<file path="config.mk">
export PLATFORM = sky130hd
export DESIGN_NAME = state_sequencer_flat
export DESIGN_NICKNAME = d
export VERILOG_FILES = /design/src/source/isa_pkg.sv /design/src/source/ctrl_pkg.sv /design/src/source/decode_if.sv /design/src/source/state_sequencer.sv /design/src/flat_wrapper.sv
export VERILOG_INCLUDE_DIRS = /design/src /design/src/source
export SDC_FILE = /design/constraint.sdc
export NUM_CORES = 1
export LEC_CHECK = 0
export ABC_CLOCK_PERIOD_IN_PS = 1600
export BUFFER_PORTS_ARGS = -buffer_cell sky130_fd_sc_hd__buf_2
export CAP_MARGIN = 30
export CORE_AREA = 2 2 39 41
export DETAILED_ROUTE_END_ITERATION = 10
export DIE_AREA = 0 0 41 43
export HOLD_SLACK_MARGIN = 0.1
export SLEW_MARGIN = 5
export SYNTH_ARGS = -nofsm -noshare
export SYNTH_HDL_FRONTEND = slang
export SYNTH_SLANG_ARGS = --single-unit
export TNS_END_PERCENT = 20
</file>
<file path="constraint.sdc">
create_clock -name clk -period 1.6 [get_ports clk]
set_input_delay 0.16 -clock clk [delete_from_list [all_inputs] [get_ports clk]]
set_output_delay 0.16 -clock clk [all_outputs]
set_load 0.01 [all_outputs]
</file>
<file path="src/source/mips_ctrl_consts.svh">
`ifndef MIPS_CTRL_CONSTS_SVH
`define MIPS_CTRL_CONSTS_SVH

// Primary opcode field, instr[31:26]
`define OPCODE_W 6

// R-type function field, instr[5:0]
`define FUNCT_W 6

// ALU operation select toward the datapath
`define ALU_CTRL_W 4

// Select for the four-input srcB mux
`define SRCB_SEL_W 2

// Sequencer state encoding, 15 states used
`define STATE_W 4

`endif

</file>
<file path="src/source/isa_pkg.sv">
`include "mips_ctrl_consts.svh"

package isa_pkg;

    // Supported primary opcodes
    typedef enum logic [`OPCODE_W-1:0] {
        OP_RTYPE = 6'h00,
        OP_J     = 6'h02,
        OP_BEQ   = 6'h04,
        OP_BNE   = 6'h05,
        OP_ADDI  = 6'h08,
        OP_ANDI  = 6'h0C,
        OP_ORI   = 6'h0D,
        OP_LUI   = 6'h0F,
        OP_LW    = 6'h23,
        OP_SW    = 6'h2B
    } opcode_t;

    // Supported R-type funct codes
    typedef enum logic [`FUNCT_W-1:0] {
        FN_ADD = 6'h20,
        FN_SUB = 6'h22,
        FN_AND = 6'h24,
        FN_OR  = 6'h25,
        FN_NOR = 6'h27,
        FN_SLT = 6'h2A
    } funct_t;

    // Instruction class, picks the path after decode
    typedef enum logic [2:0] {
        CLS_ALU,
        CLS_LOAD,
        CLS_STORE,
        CLS_BRANCH,
        CLS_JUMP,
        CLS_UNDEF
    } instr_class_t;

    // ALU operation codes as the datapath ALU expects them
    typedef enum logic [`ALU_CTRL_W-1:0] {
        ALU_AND = 4'd0,
        ALU_SUB = 4'd1,
        ALU_ADD = 4'd2,
        ALU_OR  = 4'd3,
        ALU_SLT = 4'd4,
        ALU_NOR = 4'd5,
        ALU_LUI = 4'd6
    } alu_op_t;

    // srcB mux inputs: register B, constant 4, imm, imm shifted by 2
    typedef enum logic [`SRCB_SEL_W-1:0] {
        SRCB_REG       = 2'd0,
        SRCB_FOUR      = 2'd1,
        SRCB_IMM       = 2'd2,
        SRCB_IMM_SHIFT = 2'd3
    } srcb_sel_t;

endpackage

</file>
<file path="src/source/ctrl_pkg.sv">
`include "mips_ctrl_consts.svh"

package ctrl_pkg;

    // Multicycle sequencer states
    // Every state lasts exactly one clock
    typedef enum logic [`STATE_W-1:0] {
        S_IDLE,
        S_FETCH,
        S_DECODE,
        S_EXECUTE,
        S_WRITEBACK,
        // Memory path, shared address step
        S_MEM_ADDR,
        S_STORE,
        S_STORE_HOLD,
        S_LOAD,
        // Branch path, target first, compare second
        S_BR_ADDR,
        S_BEQ_CMP,
        S_BNE_CMP,
        // Jump path
        S_JUMP,
        S_UPDATE_PC,
        // Quiet state for unsupported instructions
        S_UNDEF
    } ctrl_state_t;

endpackage

</file>
<file path="src/source/decode_if.sv">
// Decoded fields of the instruction held in the IR
interface decode_if
    import isa_pkg::*;
();

    // Path taken after the decode state
    instr_class_t instr_class;

    // ALU operation for the execute and address steps
    alu_op_t      alu_control;

    // srcB operand for the instruction's own ALU step
    srcb_sel_t    alu_src_b;

    // Destination register select, 1 picks rd, 0 picks rt
    logic         reg_dst;

    // Decoder side
    modport producer (output instr_class, alu_control, alu_src_b, reg_dst);

    // Sequencer and encoder side
    modport consumer (input instr_class, alu_control, alu_src_b, reg_dst);

endinterface

</file>
<file path="src/source/state_sequencer.sv">
module state_sequencer
    import isa_pkg::*;
    import ctrl_pkg::*;
(
    input  logic              clk,
    input  logic              reset,
    input  opcode_t           opcode,
    decode_if.consumer        dec,
    output ctrl_state_t       state
);

    ctrl_state_t state_next;

    // State register
    always_ff @(posedge clk or negedge reset)
    begin
        if (!reset)
        begin
            state <= S_IDLE;
        end
        else
        begin
            state <= state_next;
        end
    end

    // Next-state rules, one clock per state
    always_comb
    begin
        state_next = S_IDLE;
        case (state)
            S_IDLE:      state_next = S_FETCH;
            S_FETCH:     state_next = S_DECODE;
            S_DECODE:
            begin
                // IR is loaded by now, the class picks the path
                case (dec.instr_class)
                    CLS_ALU:    state_next = S_EXECUTE;
                    CLS_LOAD,
                    CLS_STORE:  state_next = S_MEM_ADDR;
                    CLS_BRANCH: state_next = S_BR_ADDR;
                    CLS_JUMP:   state_next = S_JUMP;
                    default:    state_next = S_UNDEF;
                endcase
            end
            S_EXECUTE:   state_next = S_WRITEBACK;
            S_MEM_ADDR:
            begin
                // Address is ready, split on direction
                if (dec.instr_class == CLS_STORE)
                begin
                    state_next = S_STORE;
                end
                else
                begin
                    state_next = S_LOAD;
                end
            end
            S_STORE:     state_next = S_STORE_HOLD;
            S_BR_ADDR:
            begin
                // Target computed, the opcode tells the compare sense
                case (opcode)
                    OP_BEQ:  state_next = S_BEQ_CMP;
                    OP_BNE:  state_next = S_BNE_CMP;
                    default: state_next = S_UNDEF;
                endcase
            end
            S_JUMP:      state_next = S_UPDATE_PC;
            // Last step of each instruction
            S_WRITEBACK,
            S_STORE_HOLD,
            S_LOAD,
            S_BEQ_CMP,
            S_BNE_CMP,
            S_UPDATE_PC,
            S_UNDEF:     state_next = S_FETCH;
            default:     state_next = S_IDLE;
        endcase
    end

    // Register never holds the unused encoding or X
    state_defined: assert property (
        @(posedge clk) disable iff (!reset)
        !$isunknown(state) &&
        (state inside {S_IDLE, S_FETCH, S_DECODE, S_EXECUTE, S_WRITEBACK,
                       S_MEM_ADDR, S_STORE, S_STORE_HOLD, S_LOAD,
                       S_BR_ADDR, S_BEQ_CMP, S_BNE_CMP,
                       S_JUMP, S_UPDATE_PC, S_UNDEF})
    );

endmodule

</file>
<file path="src/flat_wrapper.sv">
// flat-port wrapper written by rule: the top's interface ports become plain ports
module state_sequencer_flat import isa_pkg::*; import ctrl_pkg::*;
  (clk, reset, opcode, state, dec_instr_class, dec_alu_control, dec_alu_src_b, dec_reg_dst);
  decode_if dec_i ();
  input  logic clk;
  input  logic reset;
  input  opcode_t opcode;
  output ctrl_state_t state;
  input wire logic [$bits(dec_i.instr_class)-1:0] dec_instr_class;
  input wire logic [$bits(dec_i.alu_control)-1:0] dec_alu_control;
  input wire logic [$bits(dec_i.alu_src_b)-1:0] dec_alu_src_b;
  input wire logic [$bits(dec_i.reg_dst)-1:0] dec_reg_dst;
  assign dec_i.instr_class = dec_instr_class;
  assign dec_i.alu_control = dec_alu_control;
  assign dec_i.alu_src_b = dec_alu_src_b;
  assign dec_i.reg_dst = dec_reg_dst;
  state_sequencer u_core (.clk(clk), .reset(reset), .opcode(opcode), .dec(dec_i), .state(state));
endmodule
</file>
## After elaboration in Yosys (flattened, before gate mapping)

Index checks and enable logic that the tools add are counted.

- Bits in registers: 4
- Input bits: 18
- Logic and storage cells: 29

- Equality and inequality tests: 20
- Muxes and demuxes: 4
- Reduce and logical (&&, ||, !) cells: 4

Operators by type and width:

| cell | number |
|---|---|
| $pmux W4 S8 | 1 |
| $eq A4 B4 Y1 const B | 7 |
| $eq A4 B3 Y1 const B | 4 |
| $pmux W4 S4 | 1 |
| $eq A6 B3 Y1 const B | 2 |
| $eq A4 B2 Y1 const B | 2 |
| $reduce_or A8 Y1 | 1 |
| $eq A3 B2 Y1 const B | 2 |
| $pmux W3 S2 | 1 |
| $eq A4 B1 Y1 const B | 1 |
| $logic_not A4 Y1 | 1 |
| $mux W4 | 1 |
| $eq A3 B1 Y1 const B | 1 |
| $eq A3 B3 Y1 const B | 1 |
| $logic_not A3 Y1 | 1 |
| $reduce_or A2 Y1 | 1 |

## Logic depth before layout (Yosys ltp)

- Depth after elaboration: 4
- Mapped depth: 4
- Gate-level depth less buffers: 3

## Worst setup path before layout

No wires, ideal clock.

- Kind: register -> register
- From: register u_core.state[0]
- To: register u_core.state[3]
- Library setup time: 84 ps
- Arrival: 1237 ps
- Data required time: 1516 ps
- Setup slack: 279 ps
- Stages on the path, launching flop included: 4
- Path buffers: 1
- Clock period less this slack: 1321 ps
- Cell sequence: dfrtp_1 clkbuf_1 or4b_1 o22ai_1

- Longest elaborated chain between the ends: 3
- Elaborated cells on any way between the ends: 17
- Classes of those cells: 14 x eq/ne; 1 x mux; 2 x reduce/logical

Ends and longest elaborated chain:

| element | RTL line | RTL |
|---|---|---|
| from (decl) | state_sequencer.sv:9 | `output ctrl_state_t state` |
| from (signal assigned) | state_sequencer.sv:23 | `state <= state_next;` |
| $eq A4 B3 Y1 (tied with other cells) | state_sequencer.sv:31 | `case (state)` |
| $reduce_or A8 Y1 (no source line) | -- |  |
| $pmux W4 S8 (*) | state_sequencer.sv:31 |  |
| via u_core.state_next[3] | state_sequencer.sv:12 | `ctrl_state_t state_next;` |

Mark *: on every way through the listed nets, which the timed path passes. The rest lies on a longest branch.

## Worst setup path after layout

- From: register u_core.state[2]
- To: register u_core.state[1]

The elaborated chain is that of the path after synthesis.

==> results.yml <==
floorplan:
  pin_count: 22
  core_area_mm2: 0.00138
  dieArea_mm2: 0.00176
  num_rows: 14
  start_util_pct: 24.9
  die_w_um: 41
  fp.dieH_um: 43
yosys:
  synth_area_um2: 344
  synthesis.nets: 58
  synthCells: 40
  yosys_warnings: 0
  synth_top_family_by_area: "simple AND/OR/NAND/NOR gates"
  synth_compound_area_share_pct: 20.7
  synth_xor_area_share_pct: 2.55
  synthAdderAreaFrac_pct: 0
  yosys.area_share.simple_pct: 42.9
  async_flop_share_pct: 100
  synth_edf_count: 0
  syn_area_per_cell_um2: 8.60
  synth_ff_type: "dfrtp_1"
  yosysUniqueCellTypes: 27
  synthMuxAreaShare_pct: 0
  synth-seq-cells: 4
  yosysSeqAreaShare_pct: 29.1
clocking:
  ctsResizeCount: 0
  cts_max_level: 1
  clockRootBuffer: "clkbuf_4"
  cts.sinks: 4
  cts_hold_buf: 1
  cts.clk_slew.worst_paths_ns: 0.04
  post_cts_buffers: 0
  clk_path_buf_depth: 2
  cts_buffers: 3
  clk_latency_ns: 0.24
  cts_tree: "done"
final_layout:
  multiInputGateArea_um2: 228
  largest_reg_flops: 4
  register_area_um2: 100
  final_nets: 75
  final_cell_mix: "buf_2, nor3b_1, dfrtp_1"
  reg_top3: "u_core.state (4)"
  max_flop_register: "u_core.state"
  final_cells: 71
  nFillCells: 141
  mostFrequentLayoutCell: "buf_2"
  area_growth_pct: 32.0
  drive_above_1_share_pct: 32.7
  diodes: 0
worst_setup_path:
  reg2regPathDepth: 2
  critPathKind: "flop to flop"
  critPathRequiredTime_ns: 1.71
  cp_max_fo: 12
  critPathCaptureType: "flop"
  start_kind: "flop"
  crit_arrival_ns: 1.43
detailed_routing:
  vias_per_cell: 5.24
  vias: 372
  wl_met1_um: 356
  drtIter0Drc: 9
  dr_wl_met2_um: 323
  ant_nets: 0
  drc: 0
  top_layer: "met4"
  wl_per_cell_um: 10.8
  first_pass_iters: 4
  routed_wl_um: 764
  dr_wl_met3_um: 66
global_route:
  antenna_found_initial: 0
  grtUsageTotal_pct: 9.56
  grt_pass1_wl_um: 1090
  grt_pass1_vias: 263
  overflow: 0
  grt_max_degree: 14
sta:
  tns_ns: 0
  rsz0062_at_grt: "false"
  max-slew-margin-rel_pct: 76.0
  fin_crit_ns: 1.32
  tightest_slew_ns: 0.359
  period_share_pct: 82.7
  setup_viol: 0
  slew_violations: 0
  skew_ns: 0.00432
  finalHoldViolations: 0
  max_freq_mhz: 756
job:
  drv_cap: 0
power:
  power_frac_clock_pct: 18.6
  powerDensity_mw_per_mm2: 1470
  sequentialPowerShare_pct: 37.9
  p_leak_nw: 0.202
  pwr-share-comb_pct: 43.5
  p_sw_w: 0.000273
  p_int_w: 0.000395
  swShare_pct: 40.8
  ir_worst_vdd_uv: 431
min_path:
  holdPathStages: 3
  min_path_type: "input pin to flop"
run_status:
  status: "finished clean"
placed_design:
  placedCellCount: 67
  gp_congestion: 0.712
  port_buffers: 14
  place_hpwl_um: 602
## final cells by class
class | instances | area share, %
Tap cell | 16 | 4.41
Inverter | 1 | 0.826
Multi-Input combinational cell | 32 | 50.1
Clock buffer | 3 | 4.96
Sequential cell | 4 | 22.0
Timing Repair Buffer | 15 | 17.6
## through the flow
| step | setup WS [ns] | cell area (µm²) | utilization, % | hold WS (ns) | power, W |
|---|---|---|---|---|---|
| 2_1_floorplan | 0.279 | 344 | - | -0.136 | 0.000450 |
| 3_3_place_gp | 0.277 | 422 | 30.5 | -0.0358 | 0.000542 |
| 3_5_place_dp | 0.286 | 422 | 30.5 | -0.0287 | 0.000541 |
| 4_1_cts | 0.289 | 454 | 32.8 | 0.231 | 0.000671 |
| 5_1_grt | 0.170 | 454 | 32.8 | 0.253 | 0.000726 |
| 6_report | 0.277 | 454 | 32.8 | 0.233 | 0.000667 |
## path summary, 6_finish.rpt
path | startpoint | endpoint | slack [ns]
max | u_core.state[2] | u_core.state[1] | 0.28
min | opcode[1] | u_core.state[2] | 0.23
max reg2reg | u_core.state[2] | u_core.state[1] | 0.28
min reg2reg | u_core.state[1] | u_core.state[3] | 0.63
max in group asynchronous | reset | u_core.state[0] | 1.21
min in group asynchronous | reset | u_core.state[1] | 0.26
## worst max-delay path: stages, from the launching register on
cell	delay (ns)
dfrtp_1	0.48
o31a_1	0.34
or3_1	0.37
## synthesized netlist by cell type, drive strengths merged, types with 2 or more instances
cell	count	area (µm²)
clkbuf	2	7.51
and3	2	12.5
nor3b	4	30.0
nand3b	3	22.5
dfrtp	4	100
or4b	2	23.8
a21oi	2	10.0
nand2	3	11.3
## kinds of logic after synthesis
logic type                after synthesis
xor gates and xnor gates                1
DFF                                     4
and+or+nand+nor                        21
buffers and inverters                   4
AOI/OAI and AO/OA                      10
## routing by layer
layer | up-vias | global-route usage (%)
li1 | 189 | -
met1 | 157 | 12.3
met2 | 24 | 12.2
met3 | 2 | 3.14
met4 | 0 | 8.00
met5 | - | 0
## power by group through the flow
stage	Clock [W]	Combinational [W]	Sequential (W)
floorplan	0	0.000241	0.000208
global placement	0	0.000283	0.000259
detailed placement	0	0.000288	0.000253
CTS	0.000128	0.000290	0.000253
global route	0.000132	0.000324	0.000270
finish	0.000124	0.000290	0.000253
Note: power is estimated with default switching activity, not from simulation.
