## src/source/mips_ctrl_consts.svh

```systemverilog
`ifndef MIPS_CTRL_CONSTS_SVH
`define MIPS_CTRL_CONSTS_SVH

// Primary opcode field, instr[31:26]
`define OPCODE_W 6

// R-type function field, instr[5:0]
`define FUNCT_W 6

// ALU operation select toward the datapath
`define ALU_CTRL_W 4

// Select for the four-input srcB mux
`define SRCB_SEL_W 2

// Sequencer state encoding, 15 states used
`define STATE_W 4

`endif

```

## src/source/isa_pkg.sv

```systemverilog
`include "mips_ctrl_consts.svh"

package isa_pkg;

    // Supported primary opcodes
    typedef enum logic [`OPCODE_W-1:0] {
        OP_RTYPE = 6'h00,
        OP_J     = 6'h02,
        OP_BEQ   = 6'h04,
        OP_BNE   = 6'h05,
        OP_ADDI  = 6'h08,
        OP_ANDI  = 6'h0C,
        OP_ORI   = 6'h0D,
        OP_LUI   = 6'h0F,
        OP_LW    = 6'h23,
        OP_SW    = 6'h2B
    } opcode_t;

    // Supported R-type funct codes
    typedef enum logic [`FUNCT_W-1:0] {
        FN_ADD = 6'h20,
        FN_SUB = 6'h22,
        FN_AND = 6'h24,
        FN_OR  = 6'h25,
        FN_NOR = 6'h27,
        FN_SLT = 6'h2A
    } funct_t;

    // Instruction class, picks the path after decode
    typedef enum logic [2:0] {
        CLS_ALU,
        CLS_LOAD,
        CLS_STORE,
        CLS_BRANCH,
        CLS_JUMP,
        CLS_UNDEF
    } instr_class_t;

    // ALU operation codes as the datapath ALU expects them
    typedef enum logic [`ALU_CTRL_W-1:0] {
        ALU_AND = 4'd0,
        ALU_SUB = 4'd1,
        ALU_ADD = 4'd2,
        ALU_OR  = 4'd3,
        ALU_SLT = 4'd4,
        ALU_NOR = 4'd5,
        ALU_LUI = 4'd6
    } alu_op_t;

    // srcB mux inputs: register B, constant 4, imm, imm shifted by 2
    typedef enum logic [`SRCB_SEL_W-1:0] {
        SRCB_REG       = 2'd0,
        SRCB_FOUR      = 2'd1,
        SRCB_IMM       = 2'd2,
        SRCB_IMM_SHIFT = 2'd3
    } srcb_sel_t;

endpackage

```

## src/source/ctrl_pkg.sv

```systemverilog
`include "mips_ctrl_consts.svh"

package ctrl_pkg;

    // Multicycle sequencer states
    // Every state lasts exactly one clock
    typedef enum logic [`STATE_W-1:0] {
        S_IDLE,
        S_FETCH,
        S_DECODE,
        S_EXECUTE,
        S_WRITEBACK,
        // Memory path, shared address step
        S_MEM_ADDR,
        S_STORE,
        S_STORE_HOLD,
        S_LOAD,
        // Branch path, target first, compare second
        S_BR_ADDR,
        S_BEQ_CMP,
        S_BNE_CMP,
        // Jump path
        S_JUMP,
        S_UPDATE_PC,
        // Quiet state for unsupported instructions
        S_UNDEF
    } ctrl_state_t;

endpackage

```

## src/source/decode_if.sv

```systemverilog
// Decoded fields of the instruction held in the IR
interface decode_if
    import isa_pkg::*;
();

    // Path taken after the decode state
    instr_class_t instr_class;

    // ALU operation for the execute and address steps
    alu_op_t      alu_control;

    // srcB operand for the instruction's own ALU step
    srcb_sel_t    alu_src_b;

    // Destination register select, 1 picks rd, 0 picks rt
    logic         reg_dst;

    // Decoder side
    modport producer (output instr_class, alu_control, alu_src_b, reg_dst);

    // Sequencer and encoder side
    modport consumer (input instr_class, alu_control, alu_src_b, reg_dst);

endinterface

```

## src/source/control_encoder.sv

```systemverilog
module control_encoder
    import isa_pkg::*;
    import ctrl_pkg::*;
(
    input  ctrl_state_t       state,
    input  logic              zero,
    decode_if.consumer        dec,
    output logic              iord,
    output logic              mem_write,
    output logic              ir_write,
    output logic              reg_dst,
    output logic              mem_to_reg,
    output logic              pc_write,
    output logic              branch,
    output logic              pc_src,
    output alu_op_t           alu_control,
    output srcb_sel_t         alu_src_b,
    output logic              alu_src_a,
    output logic              reg_write,
    output logic              mem_select,
    output logic              data_write,
    output logic              rd_ff_en,
    output logic              alu_result_en,
    output logic              pc_en,
    output logic              jump
);

    always_comb
    begin
        // All strobes low unless the state asks for them
        iord          = 1'b0;
        mem_write     = 1'b0;
        ir_write      = 1'b0;
        reg_dst       = 1'b0;
        mem_to_reg    = 1'b0;
        pc_write      = 1'b0;
        branch        = 1'b0;
        pc_src        = 1'b0;
        alu_control   = ALU_AND;
        alu_src_b     = SRCB_REG;
        alu_src_a     = 1'b0;
        reg_write     = 1'b0;
        mem_select    = 1'b0;
        data_write    = 1'b0;
        rd_ff_en      = 1'b0;
        alu_result_en = 1'b0;
        jump          = 1'b0;

        case (state)
            S_FETCH, S_UPDATE_PC:
            begin
                // Load IR from ROM and step PC by 4
                ir_write    = 1'b1;
                pc_write    = 1'b1;
                alu_src_b   = SRCB_FOUR;
                alu_control = ALU_ADD;
                // Jump target still selected while the next fetch starts
                jump        = (state == S_UPDATE_PC);
            end
            S_DECODE:
            begin
                // Latch RD1 and RD2 for the next step
                rd_ff_en    = 1'b1;
                alu_src_a   = 1'b1;
                reg_dst     = dec.reg_dst;
                alu_control = dec.alu_control;
                alu_src_b   = dec.alu_src_b;
            end
            S_EXECUTE:
            begin
                alu_src_a     = 1'b1;
                alu_result_en = 1'b1;
                reg_dst       = dec.reg_dst;
                alu_control   = dec.alu_control;
                alu_src_b     = dec.alu_src_b;
            end
            S_WRITEBACK:
            begin
                // ALUOut into rd or rt
                reg_write     = 1'b1;
                alu_result_en = 1'b1;
                reg_dst       = dec.reg_dst;
                alu_control   = dec.alu_control;
            end
            S_MEM_ADDR:
            begin
                // Base register plus sign-extended offset
                rd_ff_en      = 1'b1;
                alu_src_a     = 1'b1;
                alu_result_en = 1'b1;
                alu_src_b     = SRCB_IMM;
                alu_control   = dec.alu_control;
            end
            S_STORE:
            begin
                iord       = 1'b1;
                mem_write  = 1'b1;
                mem_select = 1'b1;
            end
            // Address held one more cycle after the RAM write
            S_STORE_HOLD: iord = 1'b1;
            S_LOAD:
            begin
                // RAM data straight into the register file
                iord       = 1'b1;
                mem_select = 1'b1;
                data_write = 1'b1;
                mem_to_reg = 1'b1;
                reg_write  = 1'b1;
                reg_dst    = dec.reg_dst;
            end
            S_BR_ADDR:
            begin
                // PC plus shifted offset into ALUOut
                alu_result_en = 1'b1;
                alu_src_b     = SRCB_IMM_SHIFT;
                alu_control   = ALU_ADD;
            end
            S_BEQ_CMP, S_BNE_CMP:
            begin
                // rs minus rt, zero flag decides the PC update
                rd_ff_en    = 1'b1;
                alu_src_a   = 1'b1;
                pc_src      = 1'b1;
                alu_control = ALU_SUB;
                branch      = (state == S_BEQ_CMP) ? zero : !zero;
            end
            S_JUMP: jump = 1'b1;
            default:
            begin
                // Idle and quiet states keep everything low
            end
        endcase
    end

    // PC register enable
    assign pc_en = branch | pc_write;

    // RAM write and register write never share a cycle
    always_comb
    begin
        no_mem_and_reg_write: assert final (!(mem_write && reg_write));
    end

endmodule

```

## src/flat_wrapper.sv

```systemverilog
// flat-port wrapper written by rule: the top's interface ports become plain ports
module control_encoder_flat import isa_pkg::*; import ctrl_pkg::*;
  (state, zero, iord, mem_write, ir_write, reg_dst, mem_to_reg, pc_write, branch, pc_src, alu_control, alu_src_b, alu_src_a, reg_write, mem_select, data_write, rd_ff_en, alu_result_en, pc_en, jump, dec_instr_class, dec_alu_control, dec_alu_src_b, dec_reg_dst);
  decode_if dec_i ();
  input  ctrl_state_t state;
  input  logic zero;
  output logic iord;
  output logic mem_write;
  output logic ir_write;
  output logic reg_dst;
  output logic mem_to_reg;
  output logic pc_write;
  output logic branch;
  output logic pc_src;
  output alu_op_t alu_control;
  output srcb_sel_t alu_src_b;
  output logic alu_src_a;
  output logic reg_write;
  output logic mem_select;
  output logic data_write;
  output logic rd_ff_en;
  output logic alu_result_en;
  output logic pc_en;
  output logic jump;
  input wire logic [$bits(dec_i.instr_class)-1:0] dec_instr_class;
  input wire logic [$bits(dec_i.alu_control)-1:0] dec_alu_control;
  input wire logic [$bits(dec_i.alu_src_b)-1:0] dec_alu_src_b;
  input wire logic [$bits(dec_i.reg_dst)-1:0] dec_reg_dst;
  assign dec_i.instr_class = dec_instr_class;
  assign dec_i.alu_control = dec_alu_control;
  assign dec_i.alu_src_b = dec_alu_src_b;
  assign dec_i.reg_dst = dec_reg_dst;
  control_encoder u_core (.state(state), .zero(zero), .dec(dec_i), .iord(iord), .mem_write(mem_write), .ir_write(ir_write), .reg_dst(reg_dst), .mem_to_reg(mem_to_reg), .pc_write(pc_write), .branch(branch), .pc_src(pc_src), .alu_control(alu_control), .alu_src_b(alu_src_b), .alu_src_a(alu_src_a), .reg_write(reg_write), .mem_select(mem_select), .data_write(data_write), .rd_ff_en(rd_ff_en), .alu_result_en(alu_result_en), .pc_en(pc_en), .jump(jump));
endmodule
```

## config.mk

```make
export PLATFORM = sky130hd
export DESIGN_NAME = control_encoder_flat
export DESIGN_NICKNAME = d
export VERILOG_FILES = /design/src/source/isa_pkg.sv /design/src/source/ctrl_pkg.sv /design/src/source/decode_if.sv /design/src/source/control_encoder.sv /design/src/flat_wrapper.sv
export VERILOG_INCLUDE_DIRS = /design/src /design/src/source
export SDC_FILE = /design/constraint.sdc
export NUM_CORES = 1
export LEC_CHECK = 0
export BUFFER_PORTS_ARGS = -buffer_cell sky130_fd_sc_hd__buf_4
export CAP_MARGIN = 5
export CORE_AREA = 2 2 39 41
export DETAILED_ROUTE_END_ITERATION = 10
export DIE_AREA = 0 0 41 43
export SYNTH_ARGS = -nofsm -noshare
export SYNTH_HDL_FRONTEND = slang
export SYNTH_SLANG_ARGS = --single-unit
```

## constraint.sdc

```tcl
create_clock -name vclk -period 1.7
set_input_delay 0.17 -clock vclk [all_inputs]
set_output_delay 0.17 -clock vclk [all_outputs]
set_load 0.01 [all_outputs]
```

# Word-level counts from Yosys, hierarchy flattened
# Index checks and enable logic that the tools add are counted.
[word_totals] regBits=0 latchBits=0 ram_bits=0 romBits=0 input_bits=15 mem_count=0
[classes] add_sub_neg=0 multipliers=0 div=0 n_lt_le_gt_ge=0 eq_ne=13 shifts=0 mux=16 bitwise_logic=1 reduce_logical=13
[ops] cell="4-bit equality test, second input constant" count=6
[ops] cell="4-bit by 3-bit equality test with 1-bit output, second input constant" count=4
[ops] cell="4-bit OR reduction" count=4
[ops] cell="1-bit two-way mux" count=13
[ops] cell="4-bit case mux with 3 select lines" count=1
[ops] cell="2-bit OR reduction" count=5
[ops] cell="4-bit by 2-bit equality test with 1-bit output, second input constant" count=2
[ops] cell="2-bit case mux with 4 select lines" count=1
[ops] cell="3-bit OR reduction" count=2
[ops] cell="5-bit OR reduction" count=1
[ops] cell="4-bit by 1-bit equality test with 1-bit output, second input constant" count=1
[ops] cell="1-bit case mux with 2 select lines" count=1
[ops] cell="1-bit logical NOT" count=1
[ops] cell="1-bit OR" count=1

# Depth between registers and ports, before layout
# Gate-level depths: netlist of the first run.
[depth] ltp_word=4 mapped_depth=4

# Worst setup path after synthesis of the first run
# No wires, ideal clock.
[synth_timing] path_type="input port to output port" from="input port state[1]" to="output port mem_to_reg" arrival_ns=1.040 required_time_ns=1.530 setup_slack_ns=0.490 cell_stages=4 path_buffers=3 path_cell_list="buf_4 > buf_2 > nor3_1 > buf_4"
[synth_via] elab_chain_len=2
[synth_rtl] element="start, declared" line_no="flat_wrapper.sv:5" source="input ctrl_state_t state;"
[synth_rtl] element="4-bit equality test"
[synth_rtl] element="1-bit two-way mux"
[synth_rtl] element="end, declared" line_no="flat_wrapper.sv:11" source="output logic mem_to_reg;"
# No other way between the ends.

# Worst setup path after layout of the first run
[layout_timing] from="input port state[3]" to="output port alu_control[1]"
[layout_via] elab_chain_len=3
[layout_rtl] element="4-bit by 2-bit equality test with 1-bit output (tied with other cells)" line_no="control_encoder.sv:49" source="case (state)"
[layout_rtl] element="4-bit OR reduction (no source line) (tied with other cells)"
[layout_rtl] element="4-bit case mux with 3 select lines *" line_no="control_encoder.sv:49"
[layout_rtl] element="end, declared" line_no="flat_wrapper.sv:15" source="output alu_op_t alu_control;"
# Every way passes the cells marked *; elsewhere a longest branch is shown, timed or not.

==> metrics.md, run 1 <==
| Metric | Value |
|---|---|
| Status | `complete, no violations` |
| Power Density | `266 nW/um^2` |
| Final hold slack | `0.642 ns` |
| Worst Max-Slew Pin Slew | `0.338 ns` |
| First DRT Iteration DRCs | `4` |
| Core Area | `1380 um^2` |
| Seq Cell Count | `0` |
| Initial antenna violation count | `0` |
| Final setup vio count | `0` |
| Final hold viol count | `0` |
| # rows | `14` |
| Max Fanout on Critical Path | `15` |
| I/O pin count | `37` |
| Synth top area cells | `nor3b_1 (8.5%), xor2_4 (7.8%), nand2b_1 (7.1%)` |
| Synth-to-layout area growth | `62.4%` |
| Syn Nets | `62` |
| Startpoint type of the worst setup path | `input port` |
| Cell variety after synth | `26` |
| Initial core utilization | `0.255` |
| Setup TNS | `0 ns` |
| Clkbuf count | `0` |
| Hold WC Path Type | `in -> out` |
| CP cell instances | `buf_4 -> nand2b_1 -> a221o_1 -> buf_4` |
| Mapped Cells | `47` |
| Slew margin rel. | `0.774` |
| RSZ-0062 raised after global routing | `false` |
| DRT Wirelength | `995 um` |
| Tcrit/Tclk final | `0.719` |
| Dpl cells | `90` |
| CP required | `1.53 ns` |
| Wire length per cell | `11.1 um` |
| Via count | `448` |
| Via/cell ratio | `4.98` |
| Largest net degree at the start of global routing | `19` |
| Diode count | `0` |
| Total track usage | `0.103` |
| GRT overflow | `0` |
| Min-delay src | `dec_alu_src_b[1]` |
| Vias in the first global route | `335` |
| Dominant cell type by area after synthesis | `nor3b_1` |
| Placed cell areas | `573 um^2` |
| Post-detail-place hpwl | `788 um` |
| Fin crit period | `1.22 ns` |
| CP max stage delay | `0.32 ns` |
| Die Y-Extent | `43 um` |
| Layout cells sized above 1 | `0.500` |
| Yosys warnings | `0` |
| Post-CTS sizing | `0` |
| Slowest-stage cell, CP | `a221o_1` |
| Peak Freq | `818 MHz` |
| Hold_buf cts | `0` |
| Total setup buffers inserted after CTS | `0` |
| P_leak | `0.000271 uW` |
| # Max-Cap Violations | `0` |
| Area share of the largest cell type after synthesis | `0.0851` |
| Non-Filler Instances | `90` |
| First-pass GRT wire length | `1.39 mm` |
| Antenna Nets Post-Route | `0` |
| Max Slew Vio Count | `0` |
| PortBufs | `34` |
| Die X | `41 um` |
| DRT Pass-1 Iters | `2` |
| CP endpoint kind | `output port` |
| Crit path from | `state[3]` |
| Register area share after synthesis | `0` |
| Maximum vdd drop | `0.000130 V` |
| Crit path top cell by count | `buf_4` |
| RD Place Congestion | `0.684` |
| Cell area after synthesis | `353 um^2` |
| Syn avg cell area | `7.51 um^2` |
| DRC viols | `0` |
| WP data arrival | `1.05 ns` |
| Design Power | `152 uW` |
| Nets@finish | `91` |
| Die area | `1760 um^2` |
| Register area | `0 um^2` |
| Fin area | `573 um^2` |
| Critical path type | `in -> out` |
-- layout make-up --
type	instances	area, um^2
inverters	2	7.51
repair buffers	34	255
multi-input cells	38	290
fillers	155	811
well taps	16	20.0
-- per-layer routing --
metal | global-route usage | wire length [um] | up-vias
met3 | 0 | 96 | 0
met1 | 0.152 | 428 | 199
met5 | 0 | 0 | -
met4 | 0 | 0 | 0
met2 | 0.172 | 470 | 19
li1 | - | - | 230
-- critical path: cells and delay by family --
kind                   cells  cell delay [ns]
buffers and inverters      2             0.31
AO/OA/AOI/OAI              1             0.32
AND/OR/NAND/NOR            1             0.24
-- cell usage in the layout (no fill, tap or decap), drive strengths merged, types with 2 or more instances in the layout --
| cell type | count |
|---|---|
| xnor2 | 2 |
| nor3b | 5 |
| a22o | 2 |
| buf | 34 |
| nand3b | 2 |
| nand2b | 4 |
| nor2b | 2 |
| nor2 | 6 |
| o22ai | 2 |
| inv | 2 |
-- power breakdown --
part / switching, uW / internal [uW]
clock network: 0 / 0
registers: 0 / 0
logic: 71.9 / 80.2
total: 71.9 / 80.2
-- metrics by stage --
stage	setup WS (ns)	util
floorplan	0.490	-
finish	0.477	0.414
global route	0.416	0.414
detailed placement	0.470	0.414
global placement	0.467	0.414
CTS	0.469	0.414
-- path summary, 6_finish.rpt --
path,to,slack [ns],cells past startpoint
max,alu_control[1],0.48,4
min,alu_src_b[1],0.64,3
-- kinds of logic after synthesis --
group,after synthesis,share of synthesized area
and+or+nand+nor,24,0.443
AOI/OAI and AO/OA,11,0.252
buffers and inverters,9,0.177
xor gates and xnor gates,3,0.128
-- synth_stat cells --
library cell  instances
nor2b_1               2
nand3b_1              2
a221o_1               1
nand4bb_1             1
nand2b_1              4
xor2_4                1
a22o_1                2
buf_2                 2
xnor2_1               2
inv_1                 2
nor3b_2               1
nand2_1               1
nor2_1                6
nor3_1                1
o32ai_1               1
o31ai_1               1
or3b_1                1
buf_4                 3
o221ai_1              1
a21oi_2               1
o22ai_1               2
o21ai_0               1
nor4bb_1              1
nor3b_1               4
a32o_1                1
buf_6                 2
Power figures use the tool's default switching activity.
==> run 2: changes to the inputs <==
--- a/config.mk
+++ b/config.mk
@@ -6,6 +6,7 @@
 export SDC_FILE = /design/constraint.sdc
 export NUM_CORES = 1
 export LEC_CHECK = 0
+export ABC_AREA = 1
 export BUFFER_PORTS_ARGS = -buffer_cell sky130_fd_sc_hd__buf_4
 export CAP_MARGIN = 5
 export CORE_AREA = 2 2 39 41
==> constraint.sdc (replaced) <==
create_clock -name vclk -period 1.2
set_input_delay 0.12 -clock vclk [all_inputs]
set_output_delay 0.12 -clock vclk [all_outputs]
set_load 0.01 [all_outputs]
==> run 2 against run 1 <==
Design area is 12% lower. Synthesized cell count rose by 19%. Wire length shrank 15%. Global-route usage is 1.9 points lower. Critical endpoint is now alu_src_a. Power up 21%. Sequential share of layout area stayed put. Critical path type unchanged. Core utilization is 4.8 points lower. Hold slack got worse by 0.13 ns. Area after synthesis is 27% lower. Critical path depth increased by 3. Combinational power increased by 21%.
==> metrics.md, run 2 <==
| Metric | Value |
|---|---|
| Initial core utilization | `0.186 (was 0.255)` |
| # rows | `14 (unchanged)` |
| Largest family of logic cells by synthesized area | `simple AND/OR/NAND/NOR gates (unchanged)` |
| Critical Path End | `alu_src_a (was alu_control[1])` |
| Die X | `41 um (unchanged)` |
| Core Area | `1380 um^2 (unchanged)` |
| Commonest non-fill, non-tap cell in the layout | `buf_4 (unchanged)` |
| Diode count | `0 (unchanged)` |
| Number of cells on the critical path | `7 (was 4)` |
| DP Worst Slack | `0.175 ns (was 0.470 ns)` |
| CP cell instances | `buf_4 -> nor2_2 -> nand2_1 -> nand2_2 -> nand2_1 -> nand3_1 -> buf_4 (was buf_4 -> nand2b_1 -> a221o_1 -> buf_4)` |
| Layout cells sized above 1 | `0.460 (was 0.500)` |
| Vias in the first global route | `319 (was 335)` |
| Fillers | `167 (was 155)` |
| Placed cell areas | `507 um^2 (was 573 um^2)` |
| Register area share after synthesis | `0 (unchanged)` |
| Post-detail-place hpwl | `729 um (was 788 um)` |
| First-pass GRT wire length | `1.15 mm (was 1.39 mm)` |
| XOR/XNOR share of the synthesized area | `0.0340 (was 0.128)` |
| Post-synthesis simple-gate area fraction | `0.558 (was 0.443)` |
| Register area | `0 um^2 (unchanged)` |
| Crit path from | `state[3] (unchanged)` |
| Cell variety after synth | `15 (was 26)` |
| Fin crit period | `1.03 ns` |
| Peak Freq | `975 MHz` |
| DRC viols | `0 (unchanged)` |
| RSZ-0062 raised after global routing | `false (unchanged)` |
| Post-CTS sizing | `0 (unchanged)` |
| Final setup vio count | `0 (unchanged)` |
| Max Fanout on Critical Path | `4 (was 15)` |
| Tcrit/Tclk final | `0.855` |
| CP required | `1.08 ns (was 1.53 ns)` |
| Count leader, synth | `nand2_1 (was nor2_1)` |
| Final hold viol count | `0 (unchanged)` |
| Antenna Nets Post-Route | `0 (unchanged)` |
| CP endpoint kind | `output port (unchanged)` |
| Synth-to-layout area growth | `96.6% (was 62.4%)` |
| Post-synthesis compound-gate area fraction | `0.117 (was 0.252)` |
| Synth top cells by count | `nand2_1 (19), inv_1 (10), nand3_1 (6) (was nor2_1 (6), nand2b_1 (4), nor3b_1 (4))` |
| GRT overflow | `0 (unchanged)` |
| Largest net degree at the start of global routing | `10 (was 19)` |
| Total setup buffers inserted after CTS | `0 (unchanged)` |
| DRT Pass-1 Iters | `4 (was 2)` |
| PortBufs | `34 (unchanged)` |
| Mapped Cells | `56 (was 47)` |
| DRT Wirelength | `841 um (was 995 um)` |
| Worst Max-Slew Pin Slew | `0.185 ns (was 0.338 ns)` |
| Most frequent cells in the layout | `buf_4 (34), nand2_1 (19), inv_1 (10), nand3_1 (6), nor2_1 (5) (was buf_4 (34), nor2_1 (6), nor3b_1 (4), nand2b_1 (4))` |
| P_leak | `0.000356 uW (was 0.000271 uW)` |
| Startpoint type of the worst setup path | `input port (unchanged)` |
| Dominant cell type by area after synthesis | `nand2_1 (was nor3b_1)` |
| Setup TNS | `0 ns (unchanged)` |
| Power Density | `364 nW/um^2 (was 266 nW/um^2)` |
| Via/cell ratio | `4.03 (was 4.98)` |
| WP data arrival | `0.91 ns (was 1.05 ns)` |
| Cell area after synthesis | `258 um^2 (was 353 um^2)` |
| Hold_buf cts | `0 (unchanged)` |
| Total track usage | `0.0839 (was 0.103)` |
| RD Place Congestion | `0.708 (was 0.684)` |
| I/O pin count | `37 (unchanged)` |
| Slew margin rel. | `0.876 (was 0.774)` |
| Die Y-Extent | `43 um (unchanged)` |
| Seq Cell Count | `0 (unchanged)` |
| Yosys warnings | `0 (unchanged)` |
| Clkbuf count | `0 (unchanged)` |
| First DRT Iteration DRCs | `3 (was 4)` |
| CP top delay family | `simple AND/OR/NAND/NOR gates (was compound AO/OA/AOI/OAI gates)` |
| Hold WC Path Type | `in -> out (unchanged)` |
| Syn avg cell area | `4.60 um^2 (was 7.51 um^2)` |
| Initial antenna violation count | `0 (unchanged)` |
| Wire length per cell | `8.17 um (was 11.1 um)` |
| Worst Path Buf+Inv | `2 (unchanged)` |
| Via count | `415 (was 448)` |
| Synth top area cells | `nand2_1 (28%), inv_1 (15%), nand3_1 (12%) (was nor3b_1 (8.5%), xor2_4 (7.8%), nand2b_1 (7.1%))` |
| Area share of the largest cell type after synthesis | `0.277 (was 0.0851)` |
| Post-synthesis adder-cell area fraction | `0 (unchanged)` |
| Die area | `1760 um^2 (unchanged)` |
| CP max stage delay | `0.17 ns (was 0.32 ns)` |
| # Max-Cap Violations | `0 (unchanged)` |
| Critical path type | `in -> out (unchanged)` |
| Slowest-stage cell, CP | `nor2_2 (was a221o_1)` |
| Core Util, Final | `0.366 (was 0.414)` |
| Nets@finish | `104 (was 91)` |
| Max Slew Vio Count | `0 (unchanged)` |
| Syn Nets | `71 (was 62)` |
| Maximum vdd drop | `0.000132 V (was 0.000130 V)` |
| Status | `complete, no violations (unchanged)` |
| Fin area | `507 um^2 (was 573 um^2)` |
| Mux cell area share after synthesis | `0 (unchanged)` |
| PnR worst setup slack | `0.174 ns (was 0.477 ns)` |
-- run 2: where the power goes --
part / switching [uW] / total [uW] / leakage (uW) / internal, uW
clock: 0 / 0 / 0 / 0
sequential: 0 / 0 / 0 / 0
combinational: 90.6 / 184 / 0.000356 / 93.7
-- run 2: worst min path at each step --
| stage | startpoint | endpoint | slack [ns] | cells past startpoint |
|---|---|---|---|---|
| 4_1_cts | dec_alu_control[1] | alu_control[1] | 0.51 | 4 |
| 2_1_floorplan | dec_alu_control[2] | alu_control[2] | 0.33 | 2 |
| 6_report | dec_alu_control[1] | alu_control[1] | 0.51 | 4 |
| 3_3_place_gp | dec_alu_control[1] | alu_control[1] | 0.51 | 4 |
| 3_5_place_dp | dec_alu_control[1] | alu_control[1] | 0.51 | 4 |
| 5_1_grt | dec_alu_control[1] | alu_control[1] | 0.54 | 4 |
-- run 2: stage by stage --
stage / cells / hold WS (ns) / total power [uW]
global route: 103 / 0.537 / 203
CTS: 103 / 0.512 / 186
detailed placement: 103 / 0.512 / 186
global placement: 103 / 0.514 / 185
finish: 103 / 0.509 / 184
floorplan: 56 / 0.327 / 89.9
-- run 2: cells by family after synthesis --
group / Yosys count
AO/OA/AOI/OAI: 5
buffers and inverters: 16
AND/OR/NAND/NOR: 34
XOR/XNOR: 1
-- run 2: area by class of cell --
class | instances | area (um^2) | share of cell area
inverter | 13 | 48.8 | 0.0963
multi-input combinational | 40 | 183 | 0.360
timing repair buffer | 34 | 255 | 0.504
tap | 16 | 20.0 | 0.0395
-- run 2: per-layer routing --
layer	global-route usage	up-vias	part of all wire
met4	0	0	0
li1	-	228	-
met5	0	-	0
met3	0.00524	0	0.15
met2	0.159	21	0.47
met1	0.101	166	0.39
==> run 3: changes to the inputs <==
--- a/config.mk
+++ b/config.mk
@@ -6,7 +6,6 @@
 export SDC_FILE = /design/constraint.sdc
 export NUM_CORES = 1
 export LEC_CHECK = 0
-export ABC_AREA = 1
 export BUFFER_PORTS_ARGS = -buffer_cell sky130_fd_sc_hd__buf_4
 export CAP_MARGIN = 5
 export CORE_AREA = 2 2 39 41
==> run 3 against run 2 <==
Die area unchanged. Maximum frequency down 8.6%. Count of clock-buffer cells in the layout unchanged. Critical path type unchanged. Core utilization is 6.4 points higher. Wire length grew 22%. Sequential cell count stayed put. Design area rose by 18%. Critical endpoint is now alu_control[1]. Setup slack got worse by 0.096 ns. Combinational power grew 22%. Critical path depth fell by 3.
==> metrics.md, run 3 (synthesized netlist as in run 1, its figures left out) <==
| Metric | Value |
|---|---|
| Die area | `1760 um^2 (unchanged)` |
| Post-CTS sizing | `0 (unchanged)` |
| Max Fanout on Critical Path | `11 (was 4)` |
| CP endpoint kind | `output port (unchanged)` |
| Tcrit/Tclk final | `0.935 (was 0.855)` |
| Fin crit period | `1.12 ns (was 1.03 ns)` |
| # rows | `14 (unchanged)` |
| Die Y-Extent | `43 um (unchanged)` |
| CP top delay family | `compound AO/OA/AOI/OAI gates (was simple AND/OR/NAND/NOR gates)` |
| Core Area | `1380 um^2 (unchanged)` |
| I/O pin count | `37 (unchanged)` |
| Crit path from | `state[3] (unchanged)` |
| WP data arrival | `1.00 ns (was 0.91 ns)` |
| Placed cell areas | `588 um^2 (was 507 um^2)` |
| Hold WC Path Type | `in -> out (unchanged)` |
| CP required | `1.08 ns (about the same)` |
| Worst Path Buf+Inv | `2 (unchanged)` |
| Commonest non-fill, non-tap cell in the layout | `buf_4 (unchanged)` |
| Power Density | `376 nW/um^2 (was 364 nW/um^2)` |
| Initial core utilization | `0.255 (was 0.186)` |
| GRT overflow | `0 (unchanged)` |
| Synth-to-layout area growth | `68.8% (was 96.6%)` |
| Worst Max-Slew Pin Slew | `0.340 ns (was 0.185 ns)` |
| Seq Cell Count | `0 (unchanged)` |
| DRT Wirelength | `1.03 mm (was 841 um)` |
| Slowest-stage cell, CP | `a221o_1 (was nor2_2)` |
| Slew margin rel. | `0.773 (was 0.876)` |
| Vias in the first global route | `346 (was 319)` |
| Diode count | `0 (unchanged)` |
| Critical path type | `in -> out (unchanged)` |
| CP cell instances | `buf_4 -> nand2b_1 -> a221o_1 -> buf_4 (was buf_4 -> nor2_2 -> nand2_1 -> nand2_2 -> nand2_1 -> nand3_1 -> buf_4)` |
| Final hold slack | `0.542 ns (was 0.509 ns)` |
| Max Slew Vio Count | `0 (unchanged)` |
| Total track usage | `0.109 (was 0.0839)` |
| Die X | `41 um (unchanged)` |
| CP max stage delay | `0.33 ns (was 0.17 ns)` |
| Layout cells sized above 1 | `0.526 (was 0.460)` |
| Register area | `0 um^2 (unchanged)` |
| Peak Freq | `891 MHz (was 975 MHz)` |
| Fin area | `596 um^2 (was 507 um^2)` |
| Maximum vdd drop | `0.000180 V (was 0.000132 V)` |
| Setup TNS | `0 ns (unchanged)` |
| P_leak | `0.000283 uW (was 0.000356 uW)` |
| Wire length per cell | `11.2 um (was 8.17 um)` |
| # Max-Cap Violations | `0 (unchanged)` |
| Clkbuf count | `0 (unchanged)` |
| RD Place Congestion | `0.680 (was 0.708)` |
| Initial antenna violation count | `0 (unchanged)` |
| Startpoint type of the worst setup path | `input port (unchanged)` |
| Nets@finish | `93 (was 104)` |
| Status | `complete, no violations (unchanged)` |
| Final setup vio count | `0 (unchanged)` |
| PortBufs | `34 (unchanged)` |
| DRC viols | `0 (unchanged)` |
| Antenna Nets Post-Route | `0 (unchanged)` |
| First-pass GRT wire length | `1.43 mm (was 1.15 mm)` |
| Largest net degree at the start of global routing | `14 (was 10)` |
| Post-detail-place hpwl | `856 um (was 729 um)` |
| Via count | `444 (was 415)` |
| Via/cell ratio | `4.83 (was 4.03)` |
| Hold_buf cts | `0 (unchanged)` |
| Min-delay src | `dec_alu_src_b[0] (was dec_alu_control[1])` |
| First DRT Iteration DRCs | `5 (was 3)` |
| RSZ-0062 raised after global routing | `false (unchanged)` |
| Most frequent cells in the layout | `buf_4 (36), nor2_1 (6), nor3b_1 (4), nand2b_1 (4) (was buf_4 (34), nand2_1 (19), inv_1 (10), nand3_1 (6), nor2_1 (5))` |
| Crit path top cell by count | `buf_4` |
| DRT Pass-1 Iters | `4 (unchanged)` |
| Final hold viol count | `0 (unchanged)` |
| Total setup buffers inserted after CTS | `0 (unchanged)` |
[run 3: metal layers]
| layer | share of wire | routed length [um] | track usage | vias up |
|---|---|---|---|---|
| met5 | 0 | 0 | 0 | - |
| met2 | 0.48 | 496 | 0.206 | 19 |
| li1 | - | - | - | 230 |
| met3 | 0.097 | 100 | 0 | 0 |
| met1 | 0.42 | 432 | 0.137 | 195 |
| met4 | 0 | 0 | 0 | 0 |
[run 3: layout make-up]
type                            count  area, um^2
Fill cell                         152         788
Inverter                            2        7.51
Multi-Input combinational cell     38         298
Tap cell                           16        20.0
Timing Repair Buffer               36         270
[run 3: metrics by stage]
step                power, uW  setup WS (ns)  cells  utilization
global placement          222         0.0899     92        0.425
floorplan                 127         0.0895     47            -
global route              245         0.0468     92        0.430
CTS                       225         0.0481     92        0.425
finish                    224         0.0783     92        0.430
detailed placement        225         0.0485     92        0.425
[run 3: where the power goes]
part,total (uW),switching [uW],internal (uW),leakage (uW)
sequential,0,0,0,0
clock,0,0,0,0
combinational,224,105,119,0.000283
total,224,105,119,0.000283
[run 3: tightest hold or removal path, stage by stage]
cell and delay (ns):
buf_4 0.08, a22o_1 0.11, buf_4 0.11
[run 3: worst paths after layout]
kind,end,slack [ns],depth (start not counted)
worst max-delay path,alu_control[1],0.08,4
worst min-delay path,alu_src_b[0],0.54,3
